--- src/logic/rv32_isa_pkg.sv ---
/* RV32I encodings, CSR numbers and the decoded-instruction record.
   Imported by every unit of the single-cycle core. */
`default_nettype none

package rv32_isa_pkg;

	localparam int XLEN  = 32;
	localparam int CNT_W = 64; // Width of the cycle, time and instret counters

	typedef logic [XLEN-1:0] xlen_t;
	typedef logic [4:0]      reg_addr_t;

	// Major opcodes, insn[6:0]
	typedef enum logic [6:0] {
		OPC_LUI    = 7'b01_101_11,
		OPC_AUIPC  = 7'b00_101_11,
		OPC_JAL    = 7'b11_011_11,
		OPC_JALR   = 7'b11_001_11,
		OPC_BRANCH = 7'b11_000_11,
		OPC_LOAD   = 7'b00_000_11,
		OPC_STORE  = 7'b01_000_11,
		OPC_OP_IMM = 7'b00_100_11,
		OPC_OP     = 7'b01_100_11,
		OPC_SYSTEM = 7'b11_100_11
	} opcode_e;

	typedef enum logic [2:0] {
		F3_BEQ  = 3'b000,
		F3_BNE  = 3'b001,
		F3_BLT  = 3'b100,
		F3_BGE  = 3'b101,
		F3_BLTU = 3'b110,
		F3_BGEU = 3'b111
	} funct3_branch_e;

	typedef enum logic [2:0] {
		F3_B  = 3'b000,
		F3_H  = 3'b001,
		F3_W  = 3'b010,
		F3_BU = 3'b100, // Loads only
		F3_HU = 3'b101  // Loads only
	} funct3_mem_e;

	typedef enum logic [3:0] {
		ALU_ADD, ALU_SUB, ALU_SLL, ALU_SLT, ALU_SLTU,
		ALU_XOR, ALU_SRL, ALU_SRA, ALU_OR, ALU_AND
	} alu_op_e;

	// Read-only user counters
	localparam logic [11:0] CSR_CYCLE    = 12'hC00;
	localparam logic [11:0] CSR_TIME     = 12'hC01;
	localparam logic [11:0] CSR_INSTRET  = 12'hC02;
	localparam logic [11:0] CSR_CYCLEH   = 12'hC80;
	localparam logic [11:0] CSR_TIMEH    = 12'hC81;
	localparam logic [11:0] CSR_INSTRETH = 12'hC82;

	typedef enum logic [2:0] {WB_NONE, WB_IMM, WB_ALU, WB_LOAD, WB_LINK, WB_CSR} wb_sel_e;

	typedef struct packed {
		opcode_e     opcode;
		logic [2:0]  funct3;
		alu_op_e     alu_op;
		wb_sel_e     wb_sel;
		xlen_t       imm;      // Sign-extended, format picked by opcode
		xlen_t       op_a;     // rs1 or insn_addr
		xlen_t       op_b;     // rs2 or imm
		logic [11:0] csr_addr;
		logic        illegal;  // Also high when no instruction is presented
	} decoded_t;

endpackage

`default_nettype wire
--- src/logic/rv32_bus_pkg.sv ---
/* Register-port and memory-request groups seen at the core boundary.
   Used by the core top, its units and the testbench. */
`default_nettype none

package rv32_bus_pkg;

	// One register file access per port
	typedef struct packed {
		rv32_isa_pkg::reg_addr_t addr;    // Zero when the port is unused
		logic                    valid;   // Instruction uses this port
		logic                    request; // Valid and index not x0
	} reg_port_t;

	// Data memory request, one per instruction at most
	typedef struct packed {
		logic                valid;
		logic                instr; // Always low, fetch is outside the core
		rv32_isa_pkg::xlen_t addr;
		rv32_isa_pkg::xlen_t wdata; // Unshifted, byte lanes from bit 0
		logic [3:0]          wstrb; // Stores only
		logic [3:0]          rmask; // Loads only
	} mem_req_t;

endpackage

`default_nettype wire

--- src/logic/rv32_comb_core.sv ---
/* Single-cycle RV32I core top. One instruction per clock with register,
   memory and completion results produced combinationally. */
`default_nettype none

module rv32_comb_core (
	input  wire logic                           clk,
	input  wire logic                           arst_n,
	input  wire rv32_isa_pkg::xlen_t            pc,
	input  wire rv32_isa_pkg::xlen_t            insn,
	input  wire logic                           insn_valid,
	input  wire rv32_isa_pkg::xlen_t            rs1_rdata,
	input  wire rv32_isa_pkg::xlen_t            rs2_rdata,
	input  wire rv32_isa_pkg::xlen_t            mem_rdata,
	input  wire logic                           rs1_ready,
	input  wire logic                           rs2_ready,
	input  wire logic                           rd_ready,
	input  wire logic                           mem_ready,
	input  wire logic [rv32_isa_pkg::CNT_W-1:0] csr_time,
	output rv32_isa_pkg::xlen_t                 insn_addr,
	output rv32_bus_pkg::reg_port_t             rs1_port,
	output rv32_bus_pkg::reg_port_t             rs2_port,
	output rv32_bus_pkg::reg_port_t             rd_port,
	output rv32_bus_pkg::mem_req_t              mem,
	output rv32_isa_pkg::xlen_t                 rd_wdata,
	output rv32_isa_pkg::xlen_t                 pc_next,
	output logic                                pc_next_valid,
	output logic                                insn_complete,
	output logic                                trap
);
	import rv32_isa_pkg::*;

	decoded_t dec;
	xlen_t    alu_result;
	xlen_t    load_data;
	xlen_t    link_addr;
	logic     branch_taken;

	assign insn_addr = {pc[31:2], 2'b00}; // Word aligned, no compressed instructions
	assign link_addr = insn_addr + 32'd4;

	rv32_decoder rv32_decoder_i (
		.clk(clk), .insn(insn), .insn_valid(insn_valid), .insn_addr(insn_addr),
		.rs1_rdata(rs1_rdata), .rs2_rdata(rs2_rdata), .dec(dec),
		.rs1_port(rs1_port), .rs2_port(rs2_port), .rd_port(rd_port)
	);

	rv32_alu rv32_alu_i (
		.dec(dec), .alu_result(alu_result), .branch_taken(branch_taken)
	);

	rv32_lsu rv32_lsu_i (
		.clk(clk), .dec(dec), .mem_rdata(mem_rdata), .mem(mem), .load_data(load_data)
	);

	rv32_next_pc rv32_next_pc_i (
		.dec(dec), .pc(pc), .insn_addr(insn_addr), .branch_taken(branch_taken),
		.insn_complete(insn_complete), .insn_valid(insn_valid), .trap(trap),
		.pc_next(pc_next), .pc_next_valid(pc_next_valid)
	);

	rv32_retire rv32_retire_i (
		.clk(clk), .arst_n(arst_n), .insn_valid(insn_valid), .dec(dec),
		.rs1_port(rs1_port), .rs2_port(rs2_port), .rd_port(rd_port), .mem(mem),
		.rs1_ready(rs1_ready), .rs2_ready(rs2_ready), .rd_ready(rd_ready),
		.mem_ready(mem_ready), .alu_result(alu_result), .load_data(load_data),
		.link_addr(link_addr), .csr_time(csr_time), .insn_complete(insn_complete),
		.trap(trap), .rd_wdata(rd_wdata)
	);

endmodule

`default_nettype wire

--- src/logic/rv32_retire.sv ---
/* Completion and trap rules, write-back mux and the cycle/instret counters.
   The counters are the only state of the core. */
`default_nettype none

module rv32_retire (
	input  wire logic                                 clk,
	input  wire logic                                 arst_n,
	input  wire logic                                 insn_valid,
	input  wire rv32_isa_pkg::decoded_t               dec,
	input  wire rv32_bus_pkg::reg_port_t              rs1_port,
	input  wire rv32_bus_pkg::reg_port_t              rs2_port,
	input  wire rv32_bus_pkg::reg_port_t              rd_port,
	input  wire rv32_bus_pkg::mem_req_t               mem,
	input  wire logic                                 rs1_ready,
	input  wire logic                                 rs2_ready,
	input  wire logic                                 rd_ready,
	input  wire logic                                 mem_ready,
	input  wire rv32_isa_pkg::xlen_t                  alu_result,
	input  wire rv32_isa_pkg::xlen_t                  load_data,
	input  wire rv32_isa_pkg::xlen_t                  link_addr,
	input  wire logic [rv32_isa_pkg::CNT_W-1:0]       csr_time,
	output logic                                      insn_complete,
	output logic                                      trap,
	output rv32_isa_pkg::xlen_t                       rd_wdata
);
	import rv32_isa_pkg::*;

	logic [CNT_W-1:0] cycle;
	logic [CNT_W-1:0] instret;
	xlen_t            csr_rdata;
	logic             rs1_ok;
	logic             rs2_ok;
	logic             rd_ok;
	logic             mem_ok;

	// An unused access is always satisfied
	assign rs1_ok = !rs1_port.valid || rs1_ready;
	assign rs2_ok = !rs2_port.valid || rs2_ready;
	assign rd_ok  = !rd_port.valid || rd_ready;
	assign mem_ok = !mem.valid || mem_ready;

	assign insn_complete = insn_valid && rs1_ok && rs2_ok && rd_ok && mem_ok;
	assign trap          = insn_valid && dec.illegal;

	always_ff @(posedge clk or negedge arst_n) begin
		if (!arst_n) begin
			cycle   <= '0;
			instret <= '0;
		end else begin
			cycle <= cycle + 1'b1;
			if (insn_complete && !trap) begin
				instret <= instret + 1'b1;
			end
		end
	end

	always_comb begin
		case (dec.csr_addr)
			CSR_CYCLE:    csr_rdata = cycle[XLEN-1:0];
			CSR_TIME:     csr_rdata = csr_time[XLEN-1:0];
			CSR_INSTRET:  csr_rdata = instret[XLEN-1:0];
			CSR_CYCLEH:   csr_rdata = cycle[CNT_W-1:XLEN];
			CSR_TIMEH:    csr_rdata = csr_time[CNT_W-1:XLEN];
			CSR_INSTRETH: csr_rdata = instret[CNT_W-1:XLEN];
			default:      csr_rdata = '0;
		endcase
	end

	always_comb begin
		case (dec.wb_sel)
			WB_IMM:  rd_wdata = dec.imm;
			WB_ALU:  rd_wdata = alu_result;
			WB_LOAD: rd_wdata = load_data;
			WB_LINK: rd_wdata = link_addr;
			WB_CSR:  rd_wdata = csr_rdata;
			default: rd_wdata = '0;
		endcase
	end

	// Retirement can never outrun the clock
	a_instret_le_cycle: assert property (@(posedge clk) disable iff (!arst_n)
		instret <= cycle);

endmodule

`default_nettype wire

--- src/logic/rv32_lsu.sv ---
/* Load/store unit: memory address, byte lanes and load data extension.
   Data is taken from and placed at the low lanes, no alignment shifting. */
`default_nettype none

module rv32_lsu (
	input  wire logic                   clk,
	input  wire rv32_isa_pkg::decoded_t dec,
	input  wire rv32_isa_pkg::xlen_t    mem_rdata,
	output rv32_bus_pkg::mem_req_t      mem,
	output rv32_isa_pkg::xlen_t         load_data
);
	import rv32_isa_pkg::*;

	logic [3:0] lanes;
	logic       is_load;
	logic       is_store;

	assign is_load  = !dec.illegal && dec.opcode == OPC_LOAD;
	assign is_store = !dec.illegal && dec.opcode == OPC_STORE;

	always_comb begin
		case (funct3_mem_e'(dec.funct3))
			F3_B, F3_BU: lanes = 4'b0001;
			F3_H, F3_HU: lanes = 4'b0011;
			default:     lanes = 4'b1111;
		endcase
	end

	always_comb begin
		mem       = '0; // Also keeps instr low
		mem.valid = is_load || is_store;
		if (mem.valid) begin
			mem.addr = dec.op_a + dec.imm;
		end
		if (is_store) begin
			mem.wdata = dec.op_b; // rs2 for stores
			mem.wstrb = lanes;
		end
		if (is_load) begin
			mem.rmask = lanes;
		end
	end

	always_comb begin
		case (funct3_mem_e'(dec.funct3))
			F3_B:    load_data = {{24{mem_rdata[7]}}, mem_rdata[7:0]};
			F3_BU:   load_data = {24'b0, mem_rdata[7:0]};
			F3_H:    load_data = {{16{mem_rdata[15]}}, mem_rdata[15:0]};
			F3_HU:   load_data = {16'b0, mem_rdata[15:0]};
			default: load_data = mem_rdata;
		endcase
	end

	// A request reads or writes, never both
	a_rw_excl: assert property (@(posedge clk) !((|mem.wstrb) && (|mem.rmask)));

endmodule

`default_nettype wire

--- src/logic/rv32_next_pc.sv ---
/* Next-pc selection for sequential flow, branches, JAL and JALR.
   Control transfers only report a valid target once the instruction completes. */
`default_nettype none

module rv32_next_pc (
	input  wire rv32_isa_pkg::decoded_t dec,
	input  wire rv32_isa_pkg::xlen_t    pc,
	input  wire rv32_isa_pkg::xlen_t    insn_addr,
	input  wire logic                   branch_taken,
	input  wire logic                   insn_complete,
	input  wire logic                   insn_valid,
	input  wire logic                   trap,
	output rv32_isa_pkg::xlen_t         pc_next,
	output logic                        pc_next_valid
);
	import rv32_isa_pkg::*;

	xlen_t seq_pc;
	xlen_t rel_target;
	xlen_t jalr_sum;

	assign seq_pc     = insn_addr + 32'd4;
	assign rel_target = insn_addr + dec.imm; // JAL and taken branches
	assign jalr_sum   = dec.op_a + dec.imm;

	always_comb begin
		pc_next       = seq_pc;
		pc_next_valid = insn_valid;
		case (dec.opcode)
			OPC_JAL: begin
				pc_next       = rel_target;
				pc_next_valid = insn_complete;
			end
			OPC_JALR: begin
				pc_next       = {jalr_sum[31:1], 1'b0};
				pc_next_valid = insn_complete;
			end
			OPC_BRANCH: begin
				if (branch_taken) begin
					pc_next = rel_target;
				end
				pc_next_valid = insn_complete;
			end
			default: ;
		endcase
		if (trap) begin
			pc_next = pc; // Park on the faulting instruction
		end
	end

endmodule

`default_nettype wire

--- src/logic/rv32_alu.sv ---
/* Integer ALU for OP and OP-IMM plus the branch condition check.
   Purely combinational, operands come from the decoder. */
`default_nettype none

module rv32_alu (
	input  wire rv32_isa_pkg::decoded_t dec,
	output rv32_isa_pkg::xlen_t         alu_result,
	output logic                        branch_taken
);
	import rv32_isa_pkg::*;

	logic [4:0] shamt;
	logic       eq;
	logic       lt;
	logic       ltu;
	logic       cond;

	assign shamt = dec.op_b[4:0];
	assign eq    = dec.op_a == dec.op_b;
	assign lt    = $signed(dec.op_a) < $signed(dec.op_b);
	assign ltu   = dec.op_a < dec.op_b;

	always_comb begin
		case (dec.alu_op)
			ALU_ADD:  alu_result = dec.op_a + dec.op_b;
			ALU_SUB:  alu_result = dec.op_a - dec.op_b;
			ALU_SLL:  alu_result = dec.op_a << shamt;
			ALU_SLT:  alu_result = {31'b0, lt};
			ALU_SLTU: alu_result = {31'b0, ltu}; // Immediate already sign-extended
			ALU_XOR:  alu_result = dec.op_a ^ dec.op_b;
			ALU_SRL:  alu_result = dec.op_a >> shamt;
			ALU_SRA:  alu_result = $unsigned($signed(dec.op_a) >>> shamt);
			ALU_OR:   alu_result = dec.op_a | dec.op_b;
			ALU_AND:  alu_result = dec.op_a & dec.op_b;
			default:  alu_result = '0;
		endcase
	end

	always_comb begin
		case (funct3_branch_e'(dec.funct3))
			F3_BEQ:  cond = eq;
			F3_BNE:  cond = !eq;
			F3_BLT:  cond = lt;
			F3_BGE:  cond = !lt;
			F3_BLTU: cond = ltu;
			F3_BGEU: cond = !ltu;
			default: cond = 1'b0;
		endcase
	end

	assign branch_taken = (dec.opcode == OPC_BRANCH) && cond;

endmodule

`default_nettype wire

--- src/logic/rv32_decoder.sv ---
/* Decoder that splits instruction fields, builds immediates and operands and sets the register
   port requests. Any encoding outside the supported RV32I subset is flagged illegal. */
`default_nettype none

module rv32_decoder (
	input  wire logic                    clk,
	input  wire rv32_isa_pkg::xlen_t     insn,
	input  wire logic                    insn_valid,
	input  wire rv32_isa_pkg::xlen_t     insn_addr,
	input  wire rv32_isa_pkg::xlen_t     rs1_rdata,
	input  wire rv32_isa_pkg::xlen_t     rs2_rdata,
	output rv32_isa_pkg::decoded_t       dec,
	output rv32_bus_pkg::reg_port_t      rs1_port,
	output rv32_bus_pkg::reg_port_t      rs2_port,
	output rv32_bus_pkg::reg_port_t      rd_port
);
	import rv32_isa_pkg::*;

	logic [6:0] funct7;
	reg_addr_t  rs1_idx;
	reg_addr_t  rs2_idx;
	reg_addr_t  rd_idx;
	xlen_t      imm_i;
	xlen_t      imm_s;
	xlen_t      imm_b;
	xlen_t      imm_j;
	xlen_t      imm_u;
	xlen_t      rs1_val;
	xlen_t      rs2_val;
	logic       legal;
	logic       use_rs1;
	logic       use_rs2;
	logic       use_rd;

	function automatic rv32_bus_pkg::reg_port_t make_port(reg_addr_t idx, logic used);
		rv32_bus_pkg::reg_port_t p;
		p.addr    = used ? idx : '0;
		p.valid   = used;
		p.request = used && (idx != '0);
		return p;
	endfunction

	assign funct7  = insn[31:25];
	assign rs1_idx = insn[19:15];
	assign rs2_idx = insn[24:20];
	assign rd_idx  = insn[11:7];

	assign imm_i = {{20{insn[31]}}, insn[31:20]};
	assign imm_s = {{20{insn[31]}}, insn[31:25], insn[11:7]};
	assign imm_b = {{20{insn[31]}}, insn[7], insn[30:25], insn[11:8], 1'b0};
	assign imm_j = {{12{insn[31]}}, insn[19:12], insn[20], insn[30:21], 1'b0};
	assign imm_u = {insn[31:12], 12'b0};

	assign rs1_val = (rs1_idx == '0) ? '0 : rs1_rdata; // x0 reads as zero
	assign rs2_val = (rs2_idx == '0) ? '0 : rs2_rdata;

	always_comb begin
		dec          = '0;
		dec.opcode   = opcode_e'(insn[6:0]);
		dec.funct3   = insn[14:12];
		dec.alu_op   = ALU_ADD;
		dec.wb_sel   = WB_NONE;
		dec.imm      = imm_i;
		dec.csr_addr = insn[31:20];
		legal   = 1'b1;
		use_rs1 = 1'b0;
		use_rs2 = 1'b0;
		use_rd  = 1'b1;
		case (dec.opcode)
			OPC_LUI: begin
				dec.imm    = imm_u;
				dec.wb_sel = WB_IMM;
			end
			OPC_AUIPC: begin
				dec.imm    = imm_u;
				dec.wb_sel = WB_ALU;
			end
			OPC_JAL: begin
				dec.imm    = imm_j;
				dec.wb_sel = WB_LINK;
			end
			OPC_JALR: begin
				legal      = dec.funct3 == 3'b000;
				use_rs1    = 1'b1;
				dec.wb_sel = WB_LINK;
			end
			OPC_BRANCH: begin
				legal   = dec.funct3[2:1] != 2'b01; // 010 and 011 unused
				use_rs1 = 1'b1;
				use_rs2 = 1'b1;
				use_rd  = 1'b0;
				dec.imm = imm_b;
			end
			OPC_LOAD: begin
				legal      = dec.funct3 inside {F3_B, F3_H, F3_W, F3_BU, F3_HU};
				use_rs1    = 1'b1;
				dec.wb_sel = WB_LOAD;
			end
			OPC_STORE: begin
				legal   = dec.funct3 inside {F3_B, F3_H, F3_W};
				use_rs1 = 1'b1;
				use_rs2 = 1'b1;
				use_rd  = 1'b0;
				dec.imm = imm_s;
			end
			OPC_OP_IMM, OPC_OP: begin
				use_rs1    = 1'b1;
				use_rs2    = dec.opcode == OPC_OP;
				dec.wb_sel = WB_ALU;
				case (dec.funct3)
					3'd0: dec.alu_op = (use_rs2 && funct7[5]) ? ALU_SUB : ALU_ADD;
					3'd1: dec.alu_op = ALU_SLL;
					3'd2: dec.alu_op = ALU_SLT;
					3'd3: dec.alu_op = ALU_SLTU;
					3'd4: dec.alu_op = ALU_XOR;
					3'd5: dec.alu_op = funct7[5] ? ALU_SRA : ALU_SRL;
					3'd6: dec.alu_op = ALU_OR;
					default: dec.alu_op = ALU_AND;
				endcase
				if (use_rs2) begin
					legal = (funct7 == 7'h00) ||
						(funct7 == 7'h20 && (dec.funct3 == 3'd0 || dec.funct3 == 3'd5));
				end else if (dec.funct3 == 3'd1) begin
					legal = funct7 == 7'h00;
				end else if (dec.funct3 == 3'd5) begin
					legal = funct7 == 7'h00 || funct7 == 7'h20;
				end
			end
			OPC_SYSTEM: begin // CSRRS rd, counter, x0
				legal = dec.funct3 == 3'b010 && rs1_idx == '0 &&
					dec.csr_addr inside {CSR_CYCLE, CSR_TIME, CSR_INSTRET,
						CSR_CYCLEH, CSR_TIMEH, CSR_INSTRETH};
				dec.wb_sel = WB_CSR;
			end
			default: legal = 1'b0;
		endcase
		dec.illegal = !(insn_valid && legal);
		if (dec.illegal) begin // No accesses and no write-back
			use_rs1    = 1'b0;
			use_rs2    = 1'b0;
			use_rd     = 1'b0;
			dec.wb_sel = WB_NONE;
		end
		dec.op_a = (dec.opcode == OPC_AUIPC) ? insn_addr : rs1_val;
		dec.op_b = (dec.opcode inside {OPC_OP_IMM, OPC_LOAD, OPC_AUIPC, OPC_JALR}) ?
			dec.imm : rs2_val;
	end

	assign rs1_port = make_port(rs1_idx, use_rs1);
	assign rs2_port = make_port(rs2_idx, use_rs2);
	assign rd_port  = make_port(rd_idx, use_rd);

	// A request always comes with its valid
	a_port_req: assert property (@(posedge clk)
		(!rs1_port.request || rs1_port.valid) && (!rs2_port.request || rs2_port.valid) &&
		(!rd_port.request || rd_port.valid));

endmodule

`default_nettype wire

--- config.mk ---
export PLATFORM = sky130hd
export DESIGN_NAME = rv32_comb_core
export DESIGN_NICKNAME = d
export VERILOG_FILES = /design/src/logic/rv32_isa_pkg.sv /design/src/logic/rv32_bus_pkg.sv /design/src/logic/rv32_comb_core.sv /design/src/logic/rv32_retire.sv /design/src/logic/rv32_lsu.sv /design/src/logic/rv32_next_pc.sv /design/src/logic/rv32_alu.sv /design/src/logic/rv32_decoder.sv
export SDC_FILE = /design/constraint.sdc
export NUM_CORES = 1
export LEC_CHECK = 0
export BUFFER_PORTS_ARGS = -buffer_cell sky130_fd_sc_hd__buf_2
export CORE_UTILIZATION = 25
export DETAILED_ROUTE_END_ITERATION = 7
export PLACE_DENSITY_LB_ADDON = 0.15
export RECOVER_POWER = 100
export SLEW_MARGIN = 20
export SYNTH_ARGS = -nofsm -noshare
export SYNTH_HDL_FRONTEND = slang
export SYNTH_HIERARCHICAL = 1
export SYNTH_SLANG_ARGS = --single-unit
--- constraint.sdc ---
create_clock -name clk -period 14.3 [get_ports clk]
set_clock_uncertainty 0.05 [all_clocks]
set_input_delay 1.43 -clock clk [delete_from_list [all_inputs] [get_ports clk]]
set_output_delay 1.43 -clock clk [all_outputs]
set_load 0.01 [all_outputs]
# Yosys cells after proc, flatten, opt, wreduce, memory -nomap -nowiden
# Cells that the tools add are included.
[classes]
add_sub_neg = 7
n_bitwise = 3
n_lt_le_gt_ge = 2
n_eq_ne = 40
n_shift = 3
n_reduce_logical = 56
mux = 37
[ops]
columns = ["op", "n"]
rows = [
  ["32-bit case mux with 10 select lines", 1],
  ["32-bit 2-to-1 mux", 7],
  ["32-bit case mux with 6 select lines", 1],
  ["32-bit case mux with 5 select lines", 1],
  ["64-bit by 1-bit adder with 64-bit output (second input constant)", 2],
  ["32-bit case mux with 4 select lines", 1],
  ["31-bit case mux with 4 select lines", 1],
  ["32-bit adder", 3],
  ["32-bit case mux with 3 select lines", 1],
  ["12-bit equality test (second input constant)", 6],
  ["32-bit < comparator", 2],
  ["36-bit 2-to-1 mux", 1],
  ["32-bit by 3-bit adder with 32-bit output (second input constant)", 1],
  ["32-bit AND", 1],
  ["32-bit equality test", 1],
  ["32-bit bitwise OR", 1],
  ["32-bit by 5-bit left shift with 32-bit output", 1],
  ["32-bit by 5-bit >> shifter with 32-bit output", 1],
  ["32-bit by 5-bit >>> shifter with 32-bit output", 1],
  ["32-bit subtractor", 1],
  ["32-bit XOR", 1],
  ["7-bit by 6-bit equality test with 1-bit output (second input constant)", 4],
  ["7-bit equality test (second input constant)", 4],
  ["4-bit case mux with 7 select lines", 1],
  ["33 further kinds", 103],
]
[totals]
wordCells = 150
regBits = 128
in_bits = 231

# Logic depth before layout (Yosys ltp)
[logic_depth]
word_depth = 15
ltp_mapped = 28
mapped_depth_nobuf = 23

# Hierarchy
# Netlist, hierarchy kept.
[modules_own_cells]
columns = ["mod", "cells_per_inst", "instances", "area_per_inst_um2"]
rows = [
  ["rv32_retire", 907, 1, 8580.7],
  ["rv32_alu", 1206, 1, 8414.3],
  ["rv32_next_pc", 724, 1, 4820.9],
  ["rv32_lsu", 426, 1, 2667.6],
  ["rv32_decoder", 387, 1, 2049.5],
  ["rv32_comb_core", 114, 1, 809.5],
]

# Worst setup path before layout
# OpenSTA, ideal clock, no wires.
[synth_timing]
path_type = "input port to output port"
startpoint = "in insn[5]"
endpoint = "out pc_next[30]"
path_slack_ps = 5670
required_ps = 12820
path_stages = 26
arrival_ps = 7150
cell_sequence = "clkbuf_1 -> nor2b_1 -> and2_1 -> clkbuf_1 -> nor2_1 -> a22o_1 -> a31o_2 -> inv_2 -> buf_1 -> clkbuf_1 -> ha_1 -> buf_2 -> nor2_1 -> o221ai_1 -> a211oi_1 -> o31ai_1 -> a21boi_1 -> o31ai_2 -> mux2i_1 -> a311oi_1 -> nor2b_1 -> mux2_2 -> nand2_1 -> or4_1 -> o221a_2 -> a32oi_1"
[synth_rtl]
columns = ["item", "line_no", "rtl"]
rows = [
  ["start, declared", "rv32_comb_core.sv:9", "input wire rv32_isa_pkg::xlen_t insn,"],
  ["end, declared", "rv32_comb_core.sv:25", "output rv32_isa_pkg::xlen_t pc_next,"],
]

==> impl_metrics.json <==
{
  "p_per_area_nw_per_um2": 61.4,
  "rr_startpoint": "rv32_retire_i/instret[3]$_DFFE_PN0P_",
  "io_pins": 425,
  "start_util": 0.254,
  "first_global_vias": 29800,
  "maxCapViolCount": 6,
  "nNetsFinal": 4423,
  "cts_resized": 0,
  "crit_fanout": 49,
  "critPathArrivalTime_ps": 11250,
  "hold_viol_final": 0,
  "ant_nets": 0,
  "fmax_mhz": 78.6,
  "grt_overflow": 0,
  "clk-insertion-delay-late_ps": 440,
  "syn_inst": 3764,
  "layout_commonest_cell": "nor2_1",
  "period_needed_ps": 12730,
  "antenna_found_initial": 21,
  "synth_async_sr_flop_share": 1.00,
  "crit_start": "insn[5]",
  "ys_ff_latch": 128,
  "synth_edf_count": 0,
  "wl_um": 165000,
  "postCtsSetupRepairBufs": 0,
  "synth_top_area_cell": "dfrtp_1",
  "slew_violations": 272,
  "port-buffer-count": 421,
  "post-route-util": 0.285,
  "multiInputGateArea_um2": 22000,
  "design.core.area_um2": 108000,
  "gp_congestion": 1.01,
  "leakagePower_uw": 0.0130,
  "finalPower_uw": 1890,
  "vias": 31900,
  "ff_latch_area_um2": 3200,
  "grt_util_all_layers": 0.285,
  "yosysTopAreaCellShare": 0.117,
  "ys_seq_area_frac": 0.117,
  "hpwl_um": 132000,
  "period_share": 0.890,
  "yosys-top-cells-area": "dfrtp_1 12%, ha_1 8.9%, mux4_2 5.7%",
  "via_per_inst": 5.89,
  "placementRows": 120,
  "dr.pass1.iters": 6,
  "holdBufCountCts": 0,
  "num-fill-cells": 12100,
  "clockBufferDepth": 2,
  "synth.cell_area_um2": 27300,
  "grt_pass1_wl_um": 229000,
  "tns_ps": 0,
  "vdd_ir_drop_max_mv": 0.0728,
  "die_area_um2": 111000,
  "cts_sinks": 128,
  "min_path_type": "reg2reg",
  "ys_types": 111,
  "min-delay-start": "rv32_retire_i/instret[63]$_DFFE_PN0P_",
  "drive_gt1_frac": 0.136,
  "grt_setup_unrepaired": "false",
  "synth.avg_cell_area_um2": 7.26,
  "die_h_um": 333,
  "status": "finished, violations left",
  "wl_per_cell_um": 30.4,
  "cts_tree": "yes",
  "final_cell_mix": "367 x nor2_1, 351 x nand2_1, 271 x a21oi_1, 255 x buf_2, 217 x o21ai_0",
  "ys.warnings.count": 6,
  "worstSetupPathType": "in2out",
  "root_buffer": "clkbuf_16",
  "critPathRequiredTime_ps": 12820,
  "worst_pin_slew_ps": 3980,
  "start_kind": "primary input",
  "area_growth_pct": 12.4,
  "grt_max_degree": 71,
  "drtIter0Drc": 3758,
  "synth_ff_type": "dfrtp_1",
  "final-setup-viol-count": 0,
  "die_x_um": 333,
  "maxSlewHeadroom": -1.66,
  "numCtsBuffers": 17,
  "drc": 0,
  "h-tree-depth": 4,
  "cp-end-kind": "output port",
  "path_clk_slew_ps": 70,
  "violations": "max-capacitance violations, max-slew violations"
}
layer usage:
metal / up-vias / wire length [um] / GRT usage
li1: 14300 / - / -
met1: 15600 / 68900 / 0.375
met2: 1667 / 72200 / 0.440
met3: 291 / 16300 / 0.0746
met4: 28 / 7200 / 0.112
met5: - / 159 / 0
synthesized netlist by cell type, types with 25 or more instances:
cell	count
nor2_1	368
nand2_1	353
a21oi_1	271
o21ai_0	247
ha_1	194
inv_1	176
clkbuf_1	171
nand3_1	156
xnor2_1	151
dfrtp_1	128
xor2_1	118
mux2i_1	98
nand4_1	97
nor3_1	92
and3_1	84
buf_4	77
mux4_2	69
a22oi_1	68
a21o_1	47
mux2_2	45
a211oi_1	44
nand2b_1	37
o211ai_1	36
a221oi_1	33
nor4_1	33
o221ai_1	31
buf_2	29
a31oi_1	28
and2_1	25
power by group:
part	switching [uW]	internal, uW	leakage, uW	total (uW)
registers	1.80	364	0.00176	366
clock network	188	260	0.000281	448
logic	718	356	0.0110	1070
layout make-up:
cell class	count	share of cell area
Tap cell	1403	0.0571
Clock inverter	13	0.00497
Multi-Input combinational cell	3165	0.716
Inverter	178	0.0217
Sequential cell	128	0.104
Clock buffer	19	0.0141
Timing Repair Buffer	503	0.0812
Antenna cell	6	0.000488
critical path, stage by stage:
cell and delay [ps]:
clkbuf_1 1700, and3b_1 480, and3_1 280, or2_0 640, o21ai_0 670, a31o_4 600
ha_1 310, fa_1 420, nor2_1 110, o221ai_1 240, a211oi_1 510, o31ai_1 330
a21boi_0 390, o31ai_1 190, mux2i_1 150, a311oi_1 530, nor2b_1 300, mux2_2 220
nand2_1 230, buf_4 290, or4_1 490, o221a_2 260, a32oi_1 200, clkbuf_1 220
logic make-up (layout without fill, tap and decap cells):
family	after synthesis	in the layout	share of synthesized area
mux	212	212	0.111
fa+ha+maj	199	199	0.0924
other cells	2	18	0.000275
buf+inv	481	713	0.0788
flops	128	128	0.117
compound gates	1062	1062	0.257
xor+xnor	269	269	0.0862
simple gates	1411	1411	0.257
registers in the layout (all words and copies together), names as in the netlist:
| signal | flops |
|---|---|
| rv32_retire_i/instret | 64 |
| rv32_retire_i/cycle | 64 |
final timing paths:
check / endpoint / cells after the start / slack [ps]
worst max-delay path: pc_next[30] / 24 / 1570
worst min-delay path: rv32_retire_i/instret[63]$_DFFE_PN0P_ / 1 / 440
worst max register to register: rv32_retire_i/instret[57]$_DFFE_PN0P_ / 5 / 9950
worst min register to register: rv32_retire_i/instret[63]$_DFFE_PN0P_ / 1 / 440
max in group asynchronous: rv32_retire_i/cycle[14]$_DFF_PN0_ / 2 / 7070
min in group asynchronous: rv32_retire_i/instret[28]$_DFFE_PN0P_ / 1 / 2070
through the flow:
stage	std cells	area [um^2]	hold slack [ps]	setup WS (ps)
6_report	5415	30700	441	1570
5_1_grt	5409	30700	454	1310
4_1_cts	5409	31100	430	2940
3_5_place_dp	5377	30500	416	3000
3_3_place_gp	5377	30500	419	3180
2_1_floorplan	3774	27400	391	5670
Note: power is estimated with default switching activity, not from simulation.
